[config.mk]
export PLATFORM = sky130hd
export DESIGN_NAME = debug_apb_master
export DESIGN_NICKNAME = d
export VERILOG_FILES = /design/src/bus_types_pkg.sv /design/src/debug_apb_master.sv
export SDC_FILE = /design/constraint.sdc
export NUM_CORES = 1
export LEC_CHECK = 0
export BUFFER_PORTS_ARGS = -buffer_cell sky130_fd_sc_hd__buf_2
export CORE_ASPECT_RATIO = 0.5
export CORE_MARGIN = 10
export CORE_UTILIZATION = 47
export CTS_BUF_LIST = sky130_fd_sc_hd__clkbuf_4
export DETAILED_ROUTE_END_ITERATION = 10
export PLACE_DENSITY = 0.89
export SLEW_MARGIN = 20
export SYNTH_ARGS = -nofsm -noshare
export SYNTH_HDL_FRONTEND = slang
export SYNTH_SLANG_ARGS = --single-unit
[constraint.sdc]
create_clock -name clk -period 5.25 [get_ports clk]
set_clock_uncertainty 0.15 [all_clocks]
set_input_delay 1.05 -clock clk [delete_from_list [all_inputs] [get_ports clk]]
set_output_delay 1.05 -clock clk [all_outputs]
set_load 0.05 [all_outputs]
[src/bus_types_pkg.sv]
// Widths, word types and FSM encodings shared by the memory subsystem
`default_nettype none

package bus_types_pkg;

  // ==============================
  // Widths
  // ==============================

  localparam int unsigned ADDR_WIDTH     = 32;
  localparam int unsigned DATA_WIDTH     = 32;
  localparam int unsigned RAM_DEPTH      = 4096;
  localparam int unsigned RAM_ADDR_WIDTH = 12;
  localparam int unsigned APB_ADDR_WIDTH = 13;

  // Byte address on the core side
  typedef logic [ADDR_WIDTH-1:0] addr_t;
  // Full data word, no byte lanes
  typedef logic [DATA_WIDTH-1:0] word_t;
  // Physical word index into the RAM array
  typedef logic [RAM_ADDR_WIDTH-1:0] ram_addr_t;
  // Address seen by the debug module
  typedef logic [APB_ADDR_WIDTH-1:0] apb_addr_t;

  // ==============================
  // FSM encodings
  // ==============================

  typedef enum logic [1:0] {
    APB_IDLE,
    APB_SETUP,
    APB_ACCESS
  } apb_state_t;

  // Owner of the single RAM port in a given cycle
  typedef enum logic [1:0] {
    GRANT_NONE,
    GRANT_DATA_WR,
    GRANT_DATA_RD,
    GRANT_FETCH
  } ram_grant_t;

endpackage

`default_nettype wire

[src/debug_apb_master.sv]
// APB master toward the debug module, one transfer at a time, no byte strobes
// An error response ends the transfer silently; leaving debug mode aborts it
`timescale 1ns/10ps
`default_nettype none

module debug_apb_master (
  input  wire logic                      clk,
  input  wire logic                      reset_n,
  input  wire logic                      i_debug_mode,
  // Requests from the data port, held until done
  input  wire logic                      i_req_rd,
  input  wire logic                      i_req_wr,
  input  wire bus_types_pkg::apb_addr_t  i_req_addr,
  input  wire bus_types_pkg::word_t      i_req_wdata,
  // APB master side
  output bus_types_pkg::apb_addr_t       o_apb_paddr,
  output logic                           o_apb_psel,
  output logic                           o_apb_penable,
  output logic                           o_apb_pwrite,
  output bus_types_pkg::word_t           o_apb_pwdata,
  input  wire logic                      i_apb_pready,
  input  wire bus_types_pkg::word_t      i_apb_prdata,
  input  wire logic                      i_apb_pslverr,
  // Completion toward the data port
  output logic                           o_rd_done,
  output logic                           o_wr_done,
  output bus_types_pkg::word_t           o_rd_data
);

  import bus_types_pkg::*;

  apb_state_t state;
  apb_state_t state_next;

  logic      req_any;
  logic      xfer_end;
  // Transfer captured in APB_IDLE
  apb_addr_t addr_q;
  word_t     wdata_q;
  logic      write_q;
  // Last word read back
  word_t     rd_data_q;

  assign req_any = i_req_rd || i_req_wr;

  // Transfer leaves ACCESS on ready or on error
  assign xfer_end = (state == APB_ACCESS) && (i_apb_pready || i_apb_pslverr);

  // ==============================
  // FSM
  // ==============================

  always_comb
  begin
    state_next = state;
    case (state)
      APB_IDLE:
        if (req_any)
          state_next = APB_SETUP;
      APB_SETUP:
        state_next = APB_ACCESS;
      APB_ACCESS:
        // Wait states keep us here
        if (xfer_end)
          state_next = APB_IDLE;
      default:
        state_next = APB_IDLE;
    endcase
  end

  always_ff @(posedge clk or negedge reset_n)
  begin
    if (!reset_n)
    begin
      state   <= APB_IDLE;
      write_q <= 1'b0;
    end
    else if (!i_debug_mode)
      // Dropping out of debug mode abandons any transfer
      state <= APB_IDLE;
    else
    begin
      state <= state_next;
      // Writes win if both requests were ever high together
      if ((state == APB_IDLE) && req_any)
        write_q <= i_req_wr;
    end
  end

  // Address and write data for the whole SETUP/ACCESS sequence
  always_ff @(posedge clk)
  begin
    if ((state == APB_IDLE) && req_any)
    begin
      addr_q  <= i_req_addr;
      wdata_q <= i_req_wdata;
    end
  end

  // ==============================
  // Bus outputs and completion
  // ==============================

  assign o_apb_psel    = (state != APB_IDLE);
  assign o_apb_penable = (state == APB_ACCESS);
  assign o_apb_paddr   = addr_q;
  assign o_apb_pwrite  = write_q;
  assign o_apb_pwdata  = wdata_q;

  // Good completions only; errors give no pulse
  assign o_rd_done = (state == APB_ACCESS) && i_apb_pready && !i_apb_pslverr && !write_q;
  assign o_wr_done = (state == APB_ACCESS) && i_apb_pready && !i_apb_pslverr && write_q;

  always_ff @(posedge clk)
  begin
    if (o_rd_done)
      rd_data_q <= i_apb_prdata;
  end

  // Live data in the completing cycle, held copy afterwards
  assign o_rd_data = o_rd_done ? i_apb_prdata : rd_data_q;

endmodule

`default_nettype wire

==> summary.md <==
| Metric | Value |
|---|---|
| Outcome | complete, no violations |
| Period Utilization, post-route | 0.781 |
| Worst Path Max Fanout | 24 |
| Crit path launch type | primary input |
| Synth top area cells | edfxtp_1 50%, dfxtp_1 24%, mux2_4 16%, dfrtp_1 2.8%, buf_12 2.2% |
| Max VDD drop | 288 uV |
| Final WL | between 7 and 8 mm |
| Pleak | 1.78 nW |
| Post-Synthesis Cells | 130 |
| WP buf/inv | 3 |
| Area growth, synth to finish | 39.2% |
| Main synth FF type | edfxtp_1 |
| Avg Cell Area, Syn | about 21 um2 |
| Placed Cells | 365 |
| Arr. time, crit path | between 2 and 3 ns |
| DP Area | between 3000 and 4000 um2 |
| First-pass GRT wire length | 10.6 mm |
| Reg2Reg Depth | 4 |
| Design area | 3760 um2 |
| Die Ht | between 70 and 80 um |
| Post-synthesis register bit count | 80 |
| Initial antenna violation count | 0 |
| I/O pins | 166 |
| Vias per cell | about 4.6 |
| Inserted Clock Buffers | 9 |
| Final ANT Viol Nets | 0 |
| Crit path depth | 5 |
| RSZ-0062 raised after global routing | false |
| Fillers | slightly below 400 |
| Core box area | between 5000 and 6000 um2 |
| Worst rel slew slack | 0.465 |
| Num rows | 19 |
| Total GRT Usage | 0.148 |
| Post-synth EDFFs | 45 |
| Ys async rst share | 0.0375 |
| CP dominant cell by count | buf_2 |
| HP Class | in2async |
| Via count of the first global-routing pass | about 2000 |
| Worst setup EP type | output pin |
| F_max | 244 MHz |
| Worst slew pin tran | 0.802 ns |
| Share of post-route cells with drive strength above 1 | 0.699 |
| Slowest-stage cell, CP | and4bb_2 |
| Resize count post-CTS | 0 |
| H-Tree Depth | 3 |
| Cell family with most CP delay | simple AND/OR/NAND/NOR gates |
| Setup Fix Bufs, Post-CTS | 0 |
| Final worst setup slack | approximately 1.2 ns |
| Clk Latency, worst-skew pair | 0.38 ns |
| Clk slew on worst S/H paths | 0.11 ns |
| Final setup viols | 0 |
| CTS Root Cell | clkbuf_4 |
| Final Hold Viols | 0 |
| Largest net degree at the start of global routing | 46 |
| Crit path largest cell delay | 0.82 ns |
| Die width | 127 um |
| Max-slew violations | 0 |
| Detailed placement HPWL | 5.86 mm |
| Starting Density | 0.490 |
| Worst-path cell chain | buf_2, and4bb_2, buf_4, mux2_4, buf_2 |
| Buffers on Ports | between 150 and 200 |
| Most common cell in the netlist | edfxtp_1 |
| DR WL/cell | 19.7 um |
| Post-Syn Nets | 214 |
| TNS Setup | 0 ns |
| Netlist Area Pre-Place | 2700 um2 |
| Vias | 1762 |
| DRT Pass-1 Iters | 4 |
| Synth area leader | edfxtp_1 |
| GRT overflow | 0 |
| Critical Path RT | ~4 ns |
| Final #Nets | just under 400 |
| Die area | 9370 um2 |
| Crit Path Class | in2out |
| CTS Sinks | 80 |
| Post-route non-filler standard cell count | 382 |
| Seq/Total Area, Yosys | 0.765 |
| Number of DRC violations after detailed-routing iteration 0 | 105 |
| MaxCap Viol Count | 0 |
| Power density cells | 514 nW/um2 |
| Yosys top cell area share | 0.500 |
| Final Critical Period | 4.10 ns |
| Ant. Diodes | 0 |
| Yosys warns | 0 |
| Netlist cell types | 18 |
| GPL Wtd Cong | approximately 0.80 |
| DRC viols | 0 |
| CTS max path bufs | 2 |
| Cts hold-fix bufs | 0 |
| Dpl ws | 1.13 ns |
| Commonest cells post-synth | 45 x edfxtp_1, 32 x dfxtp_1, 29 x mux2_4 |
| CTS tree | built |
[report_power, final]
part | internal, mW | switching [mW] | leakage (nW)
clock network | 0.237 | 0.199 | 0.0910
registers | 0.778 | 0.0335 | 0.743
logic | 0.187 | 0.498 | 0.946
total | 1.20 | 0.730 | 1.78
[final timing paths]
check | endpoint | start | slack, ns
max | o_rd_data[6] | i_apb_pslverr | 1.15
min | state[1]$_DFFE_PN0P_ | reset_n | 0.28
max reg2reg | rd_data_q[6]$_DFF_P_ | state[0]$_DFFE_PN0P_ | 2.91
min reg2reg | rd_data_q[14]$_DFF_P_ | rd_data_q[14]$_DFF_P_ | 0.33
max in group asynchronous | state[0]$_DFFE_PN0P_ | reset_n | 4.56
min in group clk | rd_data_q[14]$_DFF_P_ | rd_data_q[14]$_DFF_P_ | 0.33
[through the flow]
stage / hold slack [ns] / power, mW / utilization
global placement: 0.304 / 1.49 / 0.646
CTS: 0.262 / 1.95 / 0.678
global route: 0.234 / 2.01 / 0.682
detailed placement: 0.304 / 1.51 / 0.646
floorplan: 0.409 / 1.35 / -
finish: 0.285 / 1.93 / 0.682
[logic make-up after synthesis]
| logic type | Yosys count | share of synthesized area |
|---|---|---|
| DFF | 80 | 0.765 |
| muxes | 33 | 0.177 |
| buffers and inverters | 5 | 0.0278 |
| and+or+nand+nor | 11 | 0.0264 |
| AOI/OAI and AO/OA | 1 | 0.00370 |
[routing by layer]
layer | wire (um) | GRT usage
met1 | 2410 | 0.128
met2 | 4550 | 0.309
met3 | 358 | 0.0538
met4 | 190 | 0.0527
met5 | 0 | 0
[layout by cell type (no fill, tap or decap)]
| cell | n |
|---|---|
| dfxtp_1 | 32 |
| clkbuf_4 | 9 |
| clkinvlp_4 | 1 |
| nor2b_4 | 1 |
| buf_12 | 1 |
| mux2_2 | 3 |
| clkinv_2 | 1 |
| nor3_1 | 1 |
| and4b_1 | 1 |
| dfrtp_1 | 3 |
| a32o_1 | 1 |
| buf_4 | 1 |
| nor2b_1 | 1 |
| bufinv_16 | 3 |
| nand2_1 | 1 |
| inv_1 | 1 |
| clkinv_1 | 2 |
| nand3_1 | 1 |
| edfxtp_1 | 45 |
| nor2_4 | 1 |
| buf_2 | 165 |
| mux2_4 | 29 |
| and4bb_2 | 1 |
| mux2i_1 | 1 |
| nor2_1 | 3 |
[cell type report]
cell class	instances	area [um2]	share of cell area
clock inverters	7	110	0.0293
repair buffers	167	853	0.227
multi-input cells	45	568	0.151
well taps	73	91.3	0.0243
inverters	1	3.75	0.000998
clock buffers	9	67.6	0.0180
flip-flops and latches	80	2070	0.550
[registers in the layout, indices dropped and copies added, names as in the netlist]
register / cells
o_apb_pwdata: 32
rd_data_q: 32
o_apb_paddr: 13
state: 2
o_apb_pwrite: 1
(Power assumes the default switching activity.)
