## src/bus_types_pkg.sv

```systemverilog
// Widths, word types and FSM encodings shared by the memory subsystem
`default_nettype none

package bus_types_pkg;

  // ==============================
  // Widths
  // ==============================

  localparam int unsigned ADDR_WIDTH     = 32;
  localparam int unsigned DATA_WIDTH     = 32;
  localparam int unsigned RAM_DEPTH      = 4096;
  localparam int unsigned RAM_ADDR_WIDTH = 12;
  localparam int unsigned APB_ADDR_WIDTH = 13;

  // Byte address on the core side
  typedef logic [ADDR_WIDTH-1:0] addr_t;
  // Full data word, no byte lanes
  typedef logic [DATA_WIDTH-1:0] word_t;
  // Physical word index into the RAM array
  typedef logic [RAM_ADDR_WIDTH-1:0] ram_addr_t;
  // Address seen by the debug module
  typedef logic [APB_ADDR_WIDTH-1:0] apb_addr_t;

  // ==============================
  // FSM encodings
  // ==============================

  typedef enum logic [1:0] {
    APB_IDLE,
    APB_SETUP,
    APB_ACCESS
  } apb_state_t;

  // Owner of the single RAM port in a given cycle
  typedef enum logic [1:0] {
    GRANT_NONE,
    GRANT_DATA_WR,
    GRANT_DATA_RD,
    GRANT_FETCH
  } ram_grant_t;

endpackage

`default_nettype wire

```

## src/soc_map_pkg.sv

```systemverilog
// Address map of the memory subsystem as seen from the core
// Byte addresses; RAM alias decode assumes a 16 KB RAM window
`default_nettype none

package soc_map_pkg;

  // ==============================
  // Program RAM
  // ==============================

  // First and last byte of the linear RAM window
  localparam logic [31:0] RAM_BASE_ADDR = 32'h0001_0000;
  localparam logic [31:0] RAM_END_ADDR  = 32'h0001_3FFF;

  // Low address bits that select a byte inside the 16 KB RAM
  localparam int unsigned RAM_ALIAS_SHIFT = 14;

  // Upper bits 31:14 all set select the wrap-around alias
  // 0xFFFFC000 up to 0xFFFFFFFF map onto the same RAM words
  localparam logic [31-RAM_ALIAS_SHIFT:0] RAM_ALIAS_TAG = 18'h3_FFFF;

  // ==============================
  // Debug module window
  // ==============================

  // Progbuf, debug ROM and flag area of the external debug module
  // Only reachable while the core runs in debug mode
  localparam logic [31:0] DEBUG_AREA_START = 32'h0000_0200;
  localparam logic [31:0] DEBUG_AREA_END   = 32'h0000_0FFF;

  // ==============================
  // Test support
  // ==============================

  // Writes here end up in the tohost register
  localparam logic [31:0] TOHOST_ADDR = 32'h8000_1000;

endpackage

`default_nettype wire

```

## src/addr_decoder.sv

```systemverilog
// Pure combinational decode; unmapped addresses raise no flag at all
// Debug window hits count only while i_debug_mode is high
`timescale 1ns/10ps
`default_nettype none

module addr_decoder (
  input  wire bus_types_pkg::addr_t i_imem_addr,
  input  wire bus_types_pkg::addr_t i_dmem_addr,
  input  wire logic                 i_debug_mode,
  output logic                      o_imem_in_ram,
  output logic                      o_dmem_in_ram,
  output logic                      o_dmem_in_debug,
  output logic                      o_dmem_is_tohost,
  output bus_types_pkg::ram_addr_t  o_imem_word,
  output bus_types_pkg::ram_addr_t  o_dmem_word
);

  import bus_types_pkg::*;
  import soc_map_pkg::*;

  // Alias region 0xFFFFC000..0xFFFFFFFF
  function automatic logic is_alias(input addr_t addr);
    return addr[ADDR_WIDTH-1:RAM_ALIAS_SHIFT] == RAM_ALIAS_TAG;
  endfunction

  // Linear window or its alias
  function automatic logic is_ram(input addr_t addr);
    return ((addr >= RAM_BASE_ADDR) && (addr <= RAM_END_ADDR)) || is_alias(addr);
  endfunction

  // Byte address to physical word index
  function automatic ram_addr_t to_word(input addr_t addr);
    addr_t phys;
    // Alias keeps only the in-RAM offset bits
    if (is_alias(addr))
      phys = {{(ADDR_WIDTH-RAM_ALIAS_SHIFT){1'b0}}, addr[RAM_ALIAS_SHIFT-1:0]};
    else
      phys = addr - RAM_BASE_ADDR;
    return phys[RAM_ADDR_WIDTH+1:2];
  endfunction

  // ==============================
  // Region flags
  // ==============================

  assign o_imem_in_ram = is_ram(i_imem_addr);
  assign o_dmem_in_ram = is_ram(i_dmem_addr);

  assign o_dmem_in_debug = i_debug_mode &&
                           (i_dmem_addr >= DEBUG_AREA_START) &&
                           (i_dmem_addr <= DEBUG_AREA_END);

  assign o_dmem_is_tohost = (i_dmem_addr == TOHOST_ADDR);

  // Word indices are meaningful only with the matching in_ram flag
  assign o_imem_word = to_word(i_imem_addr);
  assign o_dmem_word = to_word(i_dmem_addr);

endmodule

`default_nettype wire

```

## config.mk

```make
export PLATFORM = sky130hd
export DESIGN_NAME = addr_decoder
export DESIGN_NICKNAME = d
export VERILOG_FILES = /design/src/bus_types_pkg.sv /design/src/soc_map_pkg.sv /design/src/addr_decoder.sv
export SDC_FILE = /design/constraint.sdc
export NUM_CORES = 1
export LEC_CHECK = 0
export ABC_AREA = 1
export CAP_MARGIN = 20
export CORE_AREA = 2 2 39 41
export DETAILED_ROUTE_END_ITERATION = 12
export DIE_AREA = 0 0 41 43
export DONT_BUFFER_PORTS = 1
export PLACE_DENSITY = 0.51
export SLEW_MARGIN = 20
export SYNTH_ARGS = -nofsm -noshare
export SYNTH_HDL_FRONTEND = slang
export SYNTH_SLANG_ARGS = --single-unit
export TNS_END_PERCENT = 100
```

## constraint.sdc

```tcl
create_clock -name vclk -period 1.4
set_input_delay 0.28 -clock vclk [all_inputs]
set_output_delay 0.28 -clock vclk [all_outputs]
set_load 0.1 [all_outputs]
```

==> key figures <==
Global routing
  – Busiest layer in global routing: met2
  – Number of global-route vias before repair: 478
  – Met2 track demand over resource: 23.1%
  – Antenna violations before repair: 0
  – Total congestion overflow after global routing: 0
  – Met1 usage: 10.4%
  – Largest net degree at the start of global routing: 5
  – Global-route wire length before repair: 1510 µm
  – Global routing usage on met3: 3.14%
  – Tot GR Track Use: 11.4%

Drt
  – Number of detailed-routing iterations run before antenna repair: 1
  – DR vias/cell: 5.53
  – Drt wl/cell: 11.7 µm
  – Total number of vias: 525
  – Post-route DRC violation count: 0
  – Initial detailed-routing violation count: 0
  – Residual antenna-violating net count after detailed routing: 0
  – Total detailed-routing wirelength: 1110 µm

Placed design
  – Placed wire-length estimate after detailed placement: 1000 µm
  – Global placement routability congestion: 0.638
  – Number of input and output port buffers inserted: 0
  – Post-placement cell area: 463 µm²

Finish
  – Seq_cells: 0
  – Final design area excluding fillers: 532 µm²
  – N_diodes: 0
  – Register area: 0 µm²
  – Proportion of layout cells with a drive suffix above 1: 30.4%
  – Fill count: 165
  – Post-layout net count: 146
  – Relative area change from synthesis to final layout: 0%
  – Clock buffer count in the final layout: 0

Logic synthesis
  – Yosys top cell by area: sky130_fd_sc_hd__buf_4
  – Distinct cells, synth: 16
  – Post-synthesis compound-gate area fraction: 2.35%
  – Post-synthesis cell count: 99
  – Warning count from the yosys run: 0
  – Net Count, Synth: 164
  – Area share of the largest cell type after synthesis: 33.9%
  – Share of synthesized area occupied by flip-flops and latches: 0%
  – Synth Area in XOR/XNOR: 0%
  – Post-synthesis mux area share: 0%
  – Average footprint of a synthesized cell: 5.37 µm²
  – Main combinational cell family by area after synthesis: simple AND/OR/NAND/NOR gates
  – Simple logic cell fraction of the synthesized area: 60.2%
  – Post-Synth Adder-Cell Area: 0%
  – Total standard cell area after synthesis: 532 µm²
  – Dominant cells by area after synthesis: sky130_fd_sc_hd__buf_4 (34%), sky130_fd_sc_hd__nor2_1 (18%), sky130_fd_sc_hd__nand2_1 (13%), sky130_fd_sc_hd__nand4_1 (5.9%), sky130_fd_sc_hd__nor3_1 (5.6%)

Die
  – Die Span X: 41 µm
  – Die Y: 43 µm
  – Row count: 14
  – Core area: 1380 µm²
  – Initial standard-cell utilization of the core: 38.4%
  – Area of the die: 1760 µm²
  – I/O pin count: 93

Pwr
  – Static power due to leakage: 0.171 nW
  – Total Power: 0.0509 mW
  – Sw power: 0.0251 mW
  – Pwr/cell area: 95.8 nW/µm²
  – Switching Share: 49.2%
  – Worst IR drop on VDD: 0.0301 mV
  – Power share of the sequential group: 0%
  – Logic gate share of total power: 100.0%
  – Internal power: 0.0259 mW
  – Fraction of power consumed by the clock network: 0%

Status
  – Violations in the final reports: negative setup slack
  – Run status: finished with violations

STA
  – Accumulated negative setup slack: -69.0 ps
  – Maximum operating frequency: 0.694 GHz
  – Worst setup slack after layout: -40.8 ps
  – Transition time at the pin with the least slew margin: 296 ps
  – Max-slew headroom: 80.3%
  – Worst-case hold slack: 560 ps
  – # setup viols final: 2
  – Final-report max-slew violation count: 0
  – Total count of hold-check failures in the final report: 0
  – Tcrit/Tclk final: 103%
  – RSZ-0062 raised after global routing: yes
  – Final min period: 1440 ps

Critical path
  – Count of buffering cells on the critical path with inverters included: 0
  – Critical path class: in -> out
  – Critical path endpoint category: output pin
  – WP data required: 1120 ps
  – Critical path fanouts, max: 3
  – Crit path DAT: 1160 ps
  – Worst stage delay on the critical path: 270 ps
  – Slowest stage cell, crit path: sky130_fd_sc_hd__nand2_4
  – Startpoint types: input port
  – Cell Chain, Critical Path: or2_4 -> nor3_4 -> nand3_1 -> nand2_4
  – CP delay by family, top: simple AND/OR/NAND/NOR gates

Hold path
  – Hold Crit Depth: 0
  – Worst-case hold path end point: o_dmem_word[7]
  – Worst hold-check path type: in -> out
  – Hold Crit Start: i_dmem_addr[9]

Flow run
  – Max-cap violations: 0

Clock tree
  – Hold bufs inserted after CTS: 0
==> power by group through the flow <==
stage / Clock (mW) / Sequential, mW / Combinational [mW]
finish: 0 / 0 / 0.0509
global route: 0 / 0 / 0.0577
CTS: 0 / 0 / 0.0428
detailed placement: 0 / 0 / 0.0414
global placement: 0 / 0 / 0.0404
floorplan: 0 / 0 / 0.360
==> cell type report <==
type               count  area (µm²)  area share [%]
inverters              5        18.8            3.53
repair buffers         4        67.6            12.7
well taps             16        20.0            3.76
multi-input cells     70         425            80.0
==> synthesized netlist by cell type, drive strengths merged <==
cell,instances
a21oi,1
nor3b,1
nor2,26
inv,5
or2,3
nor3,7
nand3b,2
nand4,5
nand3,5
nand2,18
o21a,1
and3,1
buf,24
==> logic make-up after synthesis <==
group,Yosys count
buf+inv,29
simple gates,68
compound gates,2
==> per-stage QoR <==
stage	utilization (%)	cells	setup slack, ps
after floorplan	-	99	-193
after global placement	33.5	94	-59.2
after detailed placement	33.5	94	-72.9
after CTS	34.2	94	-42.9
after global routing	38.4	95	-72.7
final	38.4	95	-40.8
==> cells in the final DEF, fill, tap and decap left out <==
master,synthesis,routed
sky130_fd_sc_hd__nor3_2,0,1
sky130_fd_sc_hd__nor3_1,6,4
sky130_fd_sc_hd__nor3_4,1,2
sky130_fd_sc_hd__a21oi_4,0,1
sky130_fd_sc_hd__nor3b_1,1,1
sky130_fd_sc_hd__nand4_1,5,5
sky130_fd_sc_hd__nand2_1,18,12
sky130_fd_sc_hd__nand3_1,5,3
sky130_fd_sc_hd__nand2_4,0,2
sky130_fd_sc_hd__o21a_1,1,1
sky130_fd_sc_hd__and3_1,1,1
sky130_fd_sc_hd__nor2_4,0,3
sky130_fd_sc_hd__nand2_2,0,4
sky130_fd_sc_hd__nand3b_1,2,2
sky130_fd_sc_hd__or2_1,2,2
sky130_fd_sc_hd__inv_1,5,5
sky130_fd_sc_hd__nand3_2,0,2
sky130_fd_sc_hd__buf_12,0,3
sky130_fd_sc_hd__buf_4,24,1
sky130_fd_sc_hd__or2_4,1,1
sky130_fd_sc_hd__nor2_2,1,4
sky130_fd_sc_hd__nor2_1,25,19
==> worst max path at each step <==
stage / end / cells past startpoint / start / slack (ps)
2_1_floorplan: o_dmem_is_tohost / 4 / i_dmem_addr[19] / -190
3_5_place_dp: o_dmem_is_tohost / 5 / i_dmem_addr[26] / -70
5_1_grt: o_dmem_in_ram / 4 / i_dmem_addr[19] / -70
4_1_cts: o_dmem_is_tohost / 5 / i_dmem_addr[19] / -40
3_3_place_gp: o_dmem_is_tohost / 5 / i_dmem_addr[26] / -60
6_report: o_dmem_in_ram / 4 / i_dmem_addr[19] / -40
==> layer usage <==
metal / routed length (µm) / vias up
met2: 586 / 42
li1: - / 256
met3: 180 / 0
met1: 343 / 227
met5: 0 / -
met4: 0 / 0
==> what timing repair did <==
| action | 4_1_cts | 5_1_grt |
|---|---|---|
| gates resized for setup | 2 | 15 |
| endpoints found under the setup margin | 3 | 4 |
| endpoints found under the hold margin | 0 | 0 |
| buffers inserted | 0 | 1 |
| pin swaps | 0 | 11 |
Power figures use the tool's default switching activity.
